===== src/cpu_consts.svh =====
`ifndef CPU_CONSTS_SVH
`define CPU_CONSTS_SVH

`define CPU_DW 8
`define CPU_AW 16
`define CPU_RESET_PC 16'h0200

// Flag positions in the status byte
`define STATUS_C 0
`define STATUS_Z 1
`define STATUS_V 6
`define STATUS_N 7

`define OPC_LDA_IMM 8'hA9
`define OPC_LDA_ZP 8'hA5
`define OPC_LDA_ABS 8'hAD
`define OPC_LDX_IMM 8'hA2
`define OPC_LDX_ZP 8'hA6
`define OPC_LDX_ABS 8'hAE
`define OPC_LDY_IMM 8'hA0
`define OPC_LDY_ZP 8'hA4
`define OPC_LDY_ABS 8'hAC
`define OPC_STA_ZP 8'h85
`define OPC_STA_ABS 8'h8D
`define OPC_STX_ZP 8'h86
`define OPC_STX_ABS 8'h8E
`define OPC_STY_ZP 8'h84
`define OPC_STY_ABS 8'h8C
`define OPC_ADC_IMM 8'h69
`define OPC_ADC_ZP 8'h65
`define OPC_ADC_ABS 8'h6D
`define OPC_SBC_IMM 8'hE9
`define OPC_SBC_ZP 8'hE5
`define OPC_SBC_ABS 8'hED
`define OPC_AND_IMM 8'h29
`define OPC_AND_ZP 8'h25
`define OPC_AND_ABS 8'h2D
`define OPC_ORA_IMM 8'h09
`define OPC_ORA_ZP 8'h05
`define OPC_ORA_ABS 8'h0D
`define OPC_EOR_IMM 8'h49
`define OPC_EOR_ZP 8'h45
`define OPC_EOR_ABS 8'h4D
`define OPC_INX 8'hE8
`define OPC_INY 8'hC8
`define OPC_DEX 8'hCA
`define OPC_DEY 8'h88
`define OPC_TAX 8'hAA
`define OPC_TXA 8'h8A
`define OPC_CLC 8'h18
`define OPC_SEC 8'h38
`define OPC_JMP_ABS 8'h4C

`endif


===== src/cpu_pkg.sv =====
`include "cpu_consts.svh"

package cpu_pkg;

typedef logic [`CPU_DW-1:0] flags_t;	// Same layout as the status byte

typedef enum logic [4:0] {
	OP_NOP, OP_LDA, OP_LDX, OP_LDY, OP_STA, OP_STX, OP_STY,
	OP_ADC, OP_SBC, OP_AND, OP_ORA, OP_EOR,
	OP_INX, OP_INY, OP_DEX, OP_DEY,
	OP_TAX, OP_TXA, OP_CLC, OP_SEC, OP_JMP
} op_e;

typedef enum logic [1:0] {
	Imp, Imm, Zp, Abs
} mode_e;

typedef enum logic [2:0] {
	ALU_TXA, ALU_TXB, ALU_ADD, ALU_SUB, ALU_AND, ALU_ORA, ALU_EOR
} alu_func_e;

typedef enum logic [1:0] {
	ASEL_ZERO, ASEL_A, ASEL_X, ASEL_Y
} a_sel_e;

typedef enum logic {
	BSEL_BUS, BSEL_ONE
} b_sel_e;

typedef enum logic [2:0] {
	DST_NONE, DST_A, DST_X, DST_Y, DST_ADL, DST_ADH, DST_BUS
} dst_sel_e;

typedef enum logic {
	ADDR_PC, ADDR_AD	// AD is the {ADH, ADL} latch
} addr_sel_e;

typedef enum logic [1:0] {
	Fetch, Decode, ReadH, Execute
} seq_state_e;

typedef struct packed {
	op_e op;
	mode_e mode;
} decode_t;

endpackage


===== src/seq_ctl_if.sv =====
`timescale 1ns/1ps

interface seq_ctl_if import cpu_pkg::*; ();

alu_func_e alu_func;
a_sel_e a_sel;
b_sel_e b_sel;
dst_sel_e dst;
addr_sel_e addr_sel;
logic cin_clr;	// Carry-in from the op, not from C
flags_t flag_mask;
flags_t flag_set;
flags_t flag_clr;

modport seq (
	output alu_func, a_sel, b_sel, dst, addr_sel,
	output cin_clr, flag_mask, flag_set, flag_clr
);

modport dp (
	input alu_func, a_sel, b_sel, dst, addr_sel,
	input cin_clr, flag_mask, flag_set, flag_clr
);

endinterface


===== src/alu_datapath.sv =====
`timescale 1ns/1ps
`include "cpu_consts.svh"

module alu_datapath import cpu_pkg::*; (
	input  logic               clk_i,
	input  logic               rst_n_i,
	seq_ctl_if.dp              ctl,
	input  logic [`CPU_DW-1:0] rdata_i,
	input  logic [`CPU_AW-1:0] pc_i,
	output logic [`CPU_AW-1:0] addr_o,
	output logic [`CPU_DW-1:0] wdata_o,
	output logic               we_o,
	output logic [`CPU_DW-1:0] adl_o
);

logic [`CPU_DW-1:0] a_q, x_q, y_q, adl_q, adh_q;
flags_t p_q;
logic [`CPU_DW-1:0] src_a, src_b, b_op, alu_y;
logic [`CPU_DW:0] sum;
logic cin;
flags_t flags_new;

always_comb begin
	case (ctl.a_sel)
	ASEL_A:	src_a = a_q;
	ASEL_X:	src_a = x_q;
	ASEL_Y:	src_a = y_q;
	default:	src_a = '0;
	endcase
end

assign src_b = (ctl.b_sel == BSEL_ONE) ? {{(`CPU_DW-1){1'b0}}, 1'b1} : rdata_i;
assign b_op = (ctl.alu_func == ALU_SUB) ? ~src_b : src_b;	// A + ~B + C
assign cin = ctl.cin_clr ? (ctl.alu_func == ALU_SUB) : p_q[`STATUS_C];
assign sum = {1'b0, src_a} + {1'b0, b_op} + {{`CPU_DW{1'b0}}, cin};

always_comb begin
	case (ctl.alu_func)
	ALU_TXA:	alu_y = src_a;
	ALU_ADD, ALU_SUB:	alu_y = sum[`CPU_DW-1:0];
	ALU_AND:	alu_y = src_a & src_b;
	ALU_ORA:	alu_y = src_a | src_b;
	ALU_EOR:	alu_y = src_a ^ src_b;
	default:	alu_y = src_b;
	endcase
	flags_new = '0;
	flags_new[`STATUS_N] = alu_y[`CPU_DW-1];
	flags_new[`STATUS_Z] = (alu_y == '0);
	flags_new[`STATUS_C] = sum[`CPU_DW];	// Set means no borrow on SUB
	// Operands of like sign giving a result of the other sign
	flags_new[`STATUS_V] = (src_a[`CPU_DW-1] == b_op[`CPU_DW-1]) &&
		(alu_y[`CPU_DW-1] != src_a[`CPU_DW-1]);
end

always_ff @(posedge clk_i) begin
	if (!rst_n_i) begin
		a_q <= '0;
		x_q <= '0;
		y_q <= '0;
		adl_q <= '0;
		adh_q <= '0;
		p_q <= '0;
	end else begin
		case (ctl.dst)
		DST_A:	a_q <= alu_y;
		DST_X:	x_q <= alu_y;
		DST_Y:	y_q <= alu_y;
		DST_ADL:	adl_q <= alu_y;
		DST_ADH:	adh_q <= alu_y;
		default:	;
		endcase
		p_q <= ((p_q & ~ctl.flag_mask) | (flags_new & ctl.flag_mask) | ctl.flag_set) &
			~ctl.flag_clr;
	end
end

assign addr_o = (ctl.addr_sel == ADDR_AD) ? {adh_q, adl_q} : pc_i;
assign wdata_o = alu_y;
assign we_o = (ctl.dst == DST_BUS);
assign adl_o = adl_q;	// Low byte of a jump target

endmodule


===== src/cpu_core.sv =====
`timescale 1ns/1ps
`include "cpu_consts.svh"

module cpu_core (
	input  logic               clk_i,
	input  logic               rst_n_i,
	input  logic               rdy_i,
	input  logic [`CPU_DW-1:0] rdata_i,
	output logic [`CPU_AW-1:0] addr_o,
	output logic [`CPU_DW-1:0] wdata_o,
	output logic               we_o
);

logic pc_inc, pc_load;
logic [`CPU_AW-1:0] pc;
logic [`CPU_DW-1:0] adl;

seq_ctl_if u_ctl ();

seq_fsm u_seq_fsm (
	.clk_i     (clk_i),
	.rst_n_i   (rst_n_i),
	.rdy_i     (rdy_i),
	.rdata_i   (rdata_i),
	.ctl       (u_ctl.seq),
	.pc_inc_o  (pc_inc),
	.pc_load_o (pc_load)
);

pc_counter u_pc_counter (
	.clk_i     (clk_i),
	.rst_n_i   (rst_n_i),
	.pc_inc_i  (pc_inc),
	.pc_load_i (pc_load),
	.rdata_i   (rdata_i),
	.adl_i     (adl),
	.pc_o      (pc)
);

alu_datapath u_alu_datapath (
	.clk_i   (clk_i),
	.rst_n_i (rst_n_i),
	.ctl     (u_ctl.dp),
	.rdata_i (rdata_i),
	.pc_i    (pc),
	.addr_o  (addr_o),
	.wdata_o (wdata_o),
	.we_o    (we_o),
	.adl_o   (adl)
);

endmodule


===== src/pc_counter.sv =====
`timescale 1ns/1ps
`include "cpu_consts.svh"

module pc_counter (
	input  logic               clk_i,
	input  logic               rst_n_i,
	input  logic               pc_inc_i,
	input  logic               pc_load_i,
	input  logic [`CPU_DW-1:0] rdata_i,
	input  logic [`CPU_DW-1:0] adl_i,
	output logic [`CPU_AW-1:0] pc_o
);

always_ff @(posedge clk_i) begin
	if (!rst_n_i)
		pc_o <= `CPU_RESET_PC;
	else if (pc_load_i)
		pc_o <= {rdata_i, adl_i};	// Jump target, high byte from the bus
	else if (pc_inc_i)
		pc_o <= pc_o + 1'b1;
end

endmodule


===== src/seq_fsm.sv =====
`timescale 1ns/1ps
`include "cpu_consts.svh"

module seq_fsm import cpu_pkg::*; (
	input  logic               clk_i,
	input  logic               rst_n_i,
	input  logic               rdy_i,
	input  logic [`CPU_DW-1:0] rdata_i,
	seq_ctl_if.seq             ctl,
	output logic               pc_inc_o,
	output logic               pc_load_o
);

localparam flags_t MASK_C = flags_t'(1) << `STATUS_C;
localparam flags_t MASK_NZ = (flags_t'(1) << `STATUS_N) | (flags_t'(1) << `STATUS_Z);
localparam flags_t MASK_NZCV = MASK_NZ | MASK_C | (flags_t'(1) << `STATUS_V);

seq_state_e state_q, state_d;
logic [`CPU_DW-1:0] ir_q;
decode_t dec;
logic execute;

always_ff @(posedge clk_i) begin
	if (!rst_n_i) begin
		state_q <= Fetch;
		ir_q <= '0;
	end else if (rdy_i) begin
		state_q <= state_d;
		if (state_q == Fetch)
			ir_q <= rdata_i;	// Opcode byte
	end
end

always_comb begin
	dec.op = OP_NOP;
	case (ir_q)
	`OPC_LDA_IMM, `OPC_LDA_ZP, `OPC_LDA_ABS:	dec.op = OP_LDA;
	`OPC_LDX_IMM, `OPC_LDX_ZP, `OPC_LDX_ABS:	dec.op = OP_LDX;
	`OPC_LDY_IMM, `OPC_LDY_ZP, `OPC_LDY_ABS:	dec.op = OP_LDY;
	`OPC_STA_ZP, `OPC_STA_ABS:	dec.op = OP_STA;
	`OPC_STX_ZP, `OPC_STX_ABS:	dec.op = OP_STX;
	`OPC_STY_ZP, `OPC_STY_ABS:	dec.op = OP_STY;
	`OPC_ADC_IMM, `OPC_ADC_ZP, `OPC_ADC_ABS:	dec.op = OP_ADC;
	`OPC_SBC_IMM, `OPC_SBC_ZP, `OPC_SBC_ABS:	dec.op = OP_SBC;
	`OPC_AND_IMM, `OPC_AND_ZP, `OPC_AND_ABS:	dec.op = OP_AND;
	`OPC_ORA_IMM, `OPC_ORA_ZP, `OPC_ORA_ABS:	dec.op = OP_ORA;
	`OPC_EOR_IMM, `OPC_EOR_ZP, `OPC_EOR_ABS:	dec.op = OP_EOR;
	`OPC_INX:	dec.op = OP_INX;
	`OPC_INY:	dec.op = OP_INY;
	`OPC_DEX:	dec.op = OP_DEX;
	`OPC_DEY:	dec.op = OP_DEY;
	`OPC_TAX:	dec.op = OP_TAX;
	`OPC_TXA:	dec.op = OP_TXA;
	`OPC_CLC:	dec.op = OP_CLC;
	`OPC_SEC:	dec.op = OP_SEC;
	`OPC_JMP_ABS:	dec.op = OP_JMP;
	default:	;
	endcase
	// Addressing mode follows the column of the 6502 opcode map
	case (ir_q[4:2])
	3'b000:	dec.mode = Imm;
	3'b001:	dec.mode = Zp;
	3'b010:	dec.mode = ir_q[0] ? Imm : Imp;
	3'b011:	dec.mode = Abs;
	default:	dec.mode = Imp;
	endcase
	if (dec.op == OP_NOP)
		dec.mode = Imp;	// Unknown bytes take one cycle pair
end

always_comb begin
	ctl.alu_func = ALU_TXB;
	ctl.a_sel = ASEL_ZERO;
	ctl.b_sel = BSEL_BUS;
	ctl.dst = DST_NONE;
	ctl.addr_sel = ADDR_PC;
	ctl.cin_clr = 1'b0;
	ctl.flag_mask = '0;
	ctl.flag_set = '0;
	ctl.flag_clr = '0;
	pc_inc_o = 1'b0;
	pc_load_o = 1'b0;
	execute = 1'b0;
	state_d = state_q;

	case (state_q)
	Fetch: begin
		pc_inc_o = 1'b1;
		ctl.alu_func = ALU_TXA;	// Zero into ADH
		ctl.dst = DST_ADH;
		state_d = Decode;
	end
	Decode: begin
		case (dec.mode)
		Imp: begin
			execute = 1'b1;
			state_d = Fetch;
		end
		Imm: begin
			pc_inc_o = 1'b1;
			execute = 1'b1;
			state_d = Fetch;
		end
		default: begin
			pc_inc_o = 1'b1;
			ctl.dst = DST_ADL;	// Operand low byte
			state_d = (dec.mode == Zp) ? Execute : ReadH;
		end
		endcase
	end
	ReadH: begin
		ctl.dst = DST_ADH;	// Operand high byte
		state_d = Fetch;
		if (dec.op == OP_JMP)
			pc_load_o = 1'b1;
		else begin
			pc_inc_o = 1'b1;
			state_d = Execute;
		end
	end
	Execute: begin
		ctl.addr_sel = ADDR_AD;
		execute = 1'b1;
		state_d = Fetch;
	end
	default:	state_d = Fetch;
	endcase

	if (execute) begin
		case (dec.op)
		OP_LDA, OP_LDX, OP_LDY: begin
			ctl.dst = (dec.op == OP_LDA) ? DST_A : ((dec.op == OP_LDX) ? DST_X : DST_Y);
			ctl.flag_mask = MASK_NZ;
		end
		OP_STA, OP_STX, OP_STY: begin
			ctl.alu_func = ALU_TXA;
			ctl.a_sel = (dec.op == OP_STA) ? ASEL_A : ((dec.op == OP_STX) ? ASEL_X : ASEL_Y);
			ctl.dst = DST_BUS;
		end
		OP_ADC, OP_SBC: begin
			ctl.alu_func = (dec.op == OP_ADC) ? ALU_ADD : ALU_SUB;
			ctl.a_sel = ASEL_A;
			ctl.dst = DST_A;
			ctl.flag_mask = MASK_NZCV;
		end
		OP_AND, OP_ORA, OP_EOR: begin
			ctl.alu_func = (dec.op == OP_AND) ? ALU_AND :
				((dec.op == OP_ORA) ? ALU_ORA : ALU_EOR);
			ctl.a_sel = ASEL_A;
			ctl.dst = DST_A;
			ctl.flag_mask = MASK_NZ;
		end
		OP_INX, OP_INY, OP_DEX, OP_DEY: begin
			ctl.alu_func = (dec.op inside {OP_INX, OP_INY}) ? ALU_ADD : ALU_SUB;
			ctl.a_sel = (dec.op inside {OP_INX, OP_DEX}) ? ASEL_X : ASEL_Y;
			ctl.b_sel = BSEL_ONE;
			ctl.cin_clr = 1'b1;	// Plain step of one
			ctl.dst = (dec.op inside {OP_INX, OP_DEX}) ? DST_X : DST_Y;
			ctl.flag_mask = MASK_NZ;
		end
		OP_TAX: begin
			ctl.alu_func = ALU_TXA;
			ctl.a_sel = ASEL_A;
			ctl.dst = DST_X;
			ctl.flag_mask = MASK_NZ;
		end
		OP_TXA: begin
			ctl.alu_func = ALU_TXA;
			ctl.a_sel = ASEL_X;
			ctl.dst = DST_A;
			ctl.flag_mask = MASK_NZ;
		end
		OP_CLC:	ctl.flag_clr = MASK_C;
		OP_SEC:	ctl.flag_set = MASK_C;
		default:	;	// NOP, and JMP is done in ReadH
		endcase
	end

	if (!rdy_i) begin	// Wait state
		pc_inc_o = 1'b0;
		pc_load_o = 1'b0;
		ctl.flag_mask = '0;
		ctl.flag_set = '0;
		ctl.flag_clr = '0;
		if (ctl.dst != DST_BUS)
			ctl.dst = DST_NONE;	// Bus write stays up so the bus cycle holds
	end
end

endmodule

===== config.mk =====
export PLATFORM = sky130hd
export DESIGN_NAME = cpu_core
export DESIGN_NICKNAME = d
export VERILOG_FILES = /design/src/cpu_pkg.sv /design/src/seq_ctl_if.sv /design/src/alu_datapath.sv /design/src/cpu_core.sv /design/src/pc_counter.sv /design/src/seq_fsm.sv
export VERILOG_INCLUDE_DIRS = /design/src
export SDC_FILE = /design/constraint.sdc
export NUM_CORES = 1
export LEC_CHECK = 0
export ABC_AREA = 1
export BUFFER_PORTS_ARGS = -buffer_cell sky130_fd_sc_hd__buf_2
export CORE_ASPECT_RATIO = 0.5
export CORE_MARGIN = 2
export CORE_UTILIZATION = 23
export DETAILED_ROUTE_END_ITERATION = 12
export PLACE_DENSITY = 0.36
export SKIP_LAST_GASP = 1
export SYNTH_ARGS = -nofsm -noshare
export SYNTH_HDL_FRONTEND = slang
export SYNTH_SLANG_ARGS = --single-unit

===== constraint.sdc =====
create_clock -name clk_i -period 4.4 [get_ports clk_i]
set_input_delay 0.88 -clock clk_i [delete_from_list [all_inputs] [get_ports clk_i]]
set_output_delay 0.88 -clock clk_i [all_outputs]
set_load 0.005 [all_outputs]

==> summary.md <==
| Metric | Value |
|---|---|
| Slew @ Worst Pin | `0.730 ns` |
| Synth cell types | `44` |
| Clk sinks | `67` |
| Crit-path slowest cell | `dfxtp_4` |
| Fill cell count | `2,498` |
| Dpl cells | `1,259` |
| Die area | `0.0248 sq mm` |
| HP Class | `reg -> reg` |
| # IOs | `36` |
| CP Capture Type | `primary output` |
| Synthesized area per cell | `6.39 sq um` |
| FFs w/ async S/R, synth | `0` |
| YS warnings | `0` |
| Placement Cell Area | `0.00662 sq mm` |
| Area share of the largest cell type after synthesis | `0.248` |
| Final Skew | `0.0159 ns` |
| Port Buffers | `35` |
| Wire per inst | `16.5 um` |
| Drt total wl | `22.0 mm` |
| Worst endpoint required time | `3.52 ns` |
| Vias in the first global route | `5,784` |
| Gr usage total | `0.178` |
| Design Area, Final | `0.00820 sq mm` |
| Post-route clock period utilization | `1.12` |
| Hold Fails Final Rpt | `0` |
| Critical path buffers and inverters | `9` |
| Maximum fanout along the worst path | `6` |
| Fin util | `0.358` |
| Pins Over Slew Limit | `0` |
| Setup Viol. Count Final | `7` |
| Total number of vias | `6,124` |
| Vias per Instance | `4.59` |
| Worst-case headroom to the max-slew limit | `0.512` |
| Cell family with most CP delay | `compound AO/OA/AOI/OAI gates` |
| Largest net degree at the start of global routing | `39` |
| Most common cell after layout, fill and taps aside | `nand2_1` |
| Final hold slack | `0.490 ns` |
| CTS tree | `yes` |
| First-pass GRT wire length | `33.3 mm` |
| Synth area leader | `dfxtp_1` |
| Area grow syn2layout | `51.8%` |
| Initial DRT Pass Iterations | `7` |
| Post-route insts no fill | `1,333` |
| Mapped Cells | `845` |
| H-Tree Level Count | `3` |
| Main area contributors after synthesis | `dfxtp_1 (25%), nand2_1 (15%), inv_1 (9.0%)` |
| Initial Util | `0.236` |
| Layout net count | `1,059` |
| Clk Tree Root Cell | `clkbuf_16` |
| Syn Nets | `882` |
| Pwr dens | `236 mW/mm^2` |
| Ys flop type | `dfxtp_1` |
| FF+latch count, synth | `67` |
| Drt drc | `0` |
| Iter 0 DRT Violations | `288` |
| Grt total ovfl | `0` |
| Crit path kind | `reg -> out` |
| Fmax | `204 MHz` |
| Max_cap viols | `0` |
| Hold Buf Count CTS | `0` |
| Status | `complete, but fails checks` |
| Antenna diodes | `0` |
| Clk_lat worst skew | `0.36 ns` |
| LEAKAGE | `0.00408 uW` |
| Die Span Y | `112 um` |
| Commonest non-fill, non-tap cells in the layout | `nand2_1 (173), buf_4 (131), inv_1 (117), dfxtp_1 (59), nand3_1 (53)` |
| Fin crit period | `4.91 ns` |
| Sequential area share after synthesis | `0.248` |
| # rows | `39` |
| Final antenna-violating net count | `0` |
| Post-DP HPWL | `15.7 mm` |
| Max IR drop VDD | `0.143 mV` |
| Max incr delay on CP | `0.38 ns` |
| Layout cell share with drive strength beyond 1 | `0.378` |
| Die W | `221 um` |
| Deepest clock path buffer count | `2` |
| RD Place Congestion | `0.855` |
| CTS buffer count | `9` |
| Failing checks | `setup timing` |
| Crit start category | `flip-flop` |
| Mapped cell area | `0.00540 sq mm` |
| Power Total | `1930 uW` |
| Clk slew on worst S/H paths | `0.07 ns` |
| Post-synth EDFFs | `0` |
| Floorplan Core Area | `0.0229 sq mm` |
| Initial antenna violation count | `0` |
| RSZ-0062 raised after global routing | `yes` |
| PnR worst setup slack | `-0.514 ns` |
| WP data arrival | `4.03 ns` |
[cell families after synthesis]
logic type,synth area share
simple gates,0.411
fa+ha+maj,0.0630
buf+inv,0.118
xor+xnor,0.0405
compound gates,0.119
flops,0.248
[through the flow]
step / TNS, ns / setup WS [ns]
after global routing: -4.25 / -0.660
after floorplan: 0 / 0.0307
after global placement: -0.924 / -0.305
after detailed placement: -0.950 / -0.328
after CTS: -8.98 / -0.435
final: -2.35 / -0.514
[per-layer routing]
metal / wire length (um) / share of wire / GRT usage / vias to the layer above
li1: - / - / - / 3100
met1: 11000 / 0.50 / 0.253 / 2919
met2: 9990 / 0.45 / 0.276 / 87
met3: 713 / 0.032 / 0.0341 / 18
met4: 285 / 0.013 / 0.0453 / 0
met5: 0 / 0 / 0 / -
[final timing paths]
check                        startpoint                 endpoint  slack (ns)  cells after the start
setup / recovery      u_seq_fsm.ir_q[2]               wdata_o[5]       -0.51                     27
hold / removal    u_alu_datapath.p_q[0]    u_alu_datapath.p_q[0]        0.49                      2
setup reg to reg      u_seq_fsm.ir_q[2]  u_alu_datapath.adl_o[7]       -0.03                     31
hold reg to reg   u_alu_datapath.p_q[0]    u_alu_datapath.p_q[0]        0.49                      2
[final cells by class]
type                    instances  area [sq um]  share of cell area
clock buffers                  13           260              0.0317
clock inverters                 2          35.0             0.00427
inverters                     136           536              0.0653
multi-input cells             618          4090               0.499
flip-flops and latches         67          1370               0.167
well taps                     307           384              0.0468
repair buffers                190          1520               0.186
[cell usage after synthesis, types with 2 or more instances]
cell type and number:
a21oi_1 35, a31oi_1 10, a32oi_1 2, buf_2 5, buf_6 4, clkbuf_1 15, dfxtp_1 67, fa_1 2
ha_1 24, inv_1 130, inv_2 5, nand2_1 215, nand2_2 17, nand2_4 2, nand3_1 72, nand3_2 10
nand3_4 2, nand3b_1 2, nand4_1 49, nor2_1 62, nor2_2 12, nor2_4 5, nor3_1 3, nor3_4 2
o21a_1 16, o21ai_0 36, xnor2_1 3, xor2_1 22
[report_power, final]
part	internal (uW)	switching (uW)
Sequential	641	30.9
Clock	466	291
Combinational	189	314
[sequential cells by signal, summed over array words and instances, names as in the netlist]
signal,flops
u_alu_datapath.a_q,8
u_alu_datapath.adh_q,8
u_alu_datapath.adl_o,8
u_alu_datapath.p_q,1
u_alu_datapath.x_q,8
u_alu_datapath.y_q,8
u_pc_counter.pc_o,16
u_seq_fsm.ir_q,8
u_seq_fsm.state_q,2
[what timing repair did]
action | in CTS | in global routing
pin swaps | 65 | 63
setup buffers | 44 | 22
resized for setup | 100 | 104
setup endpoints to repair | 7 | 34
cloned | 0 | 2
[worst min-delay path, delay by kind of cell, from the launching register on]
kind	cells	cell delay, ns
AO/OA/AOI/OAI	1	0.07
buffers and inverters	1	0.05
flip-flops	1	0.31
Power figures use the tool's default switching activity.
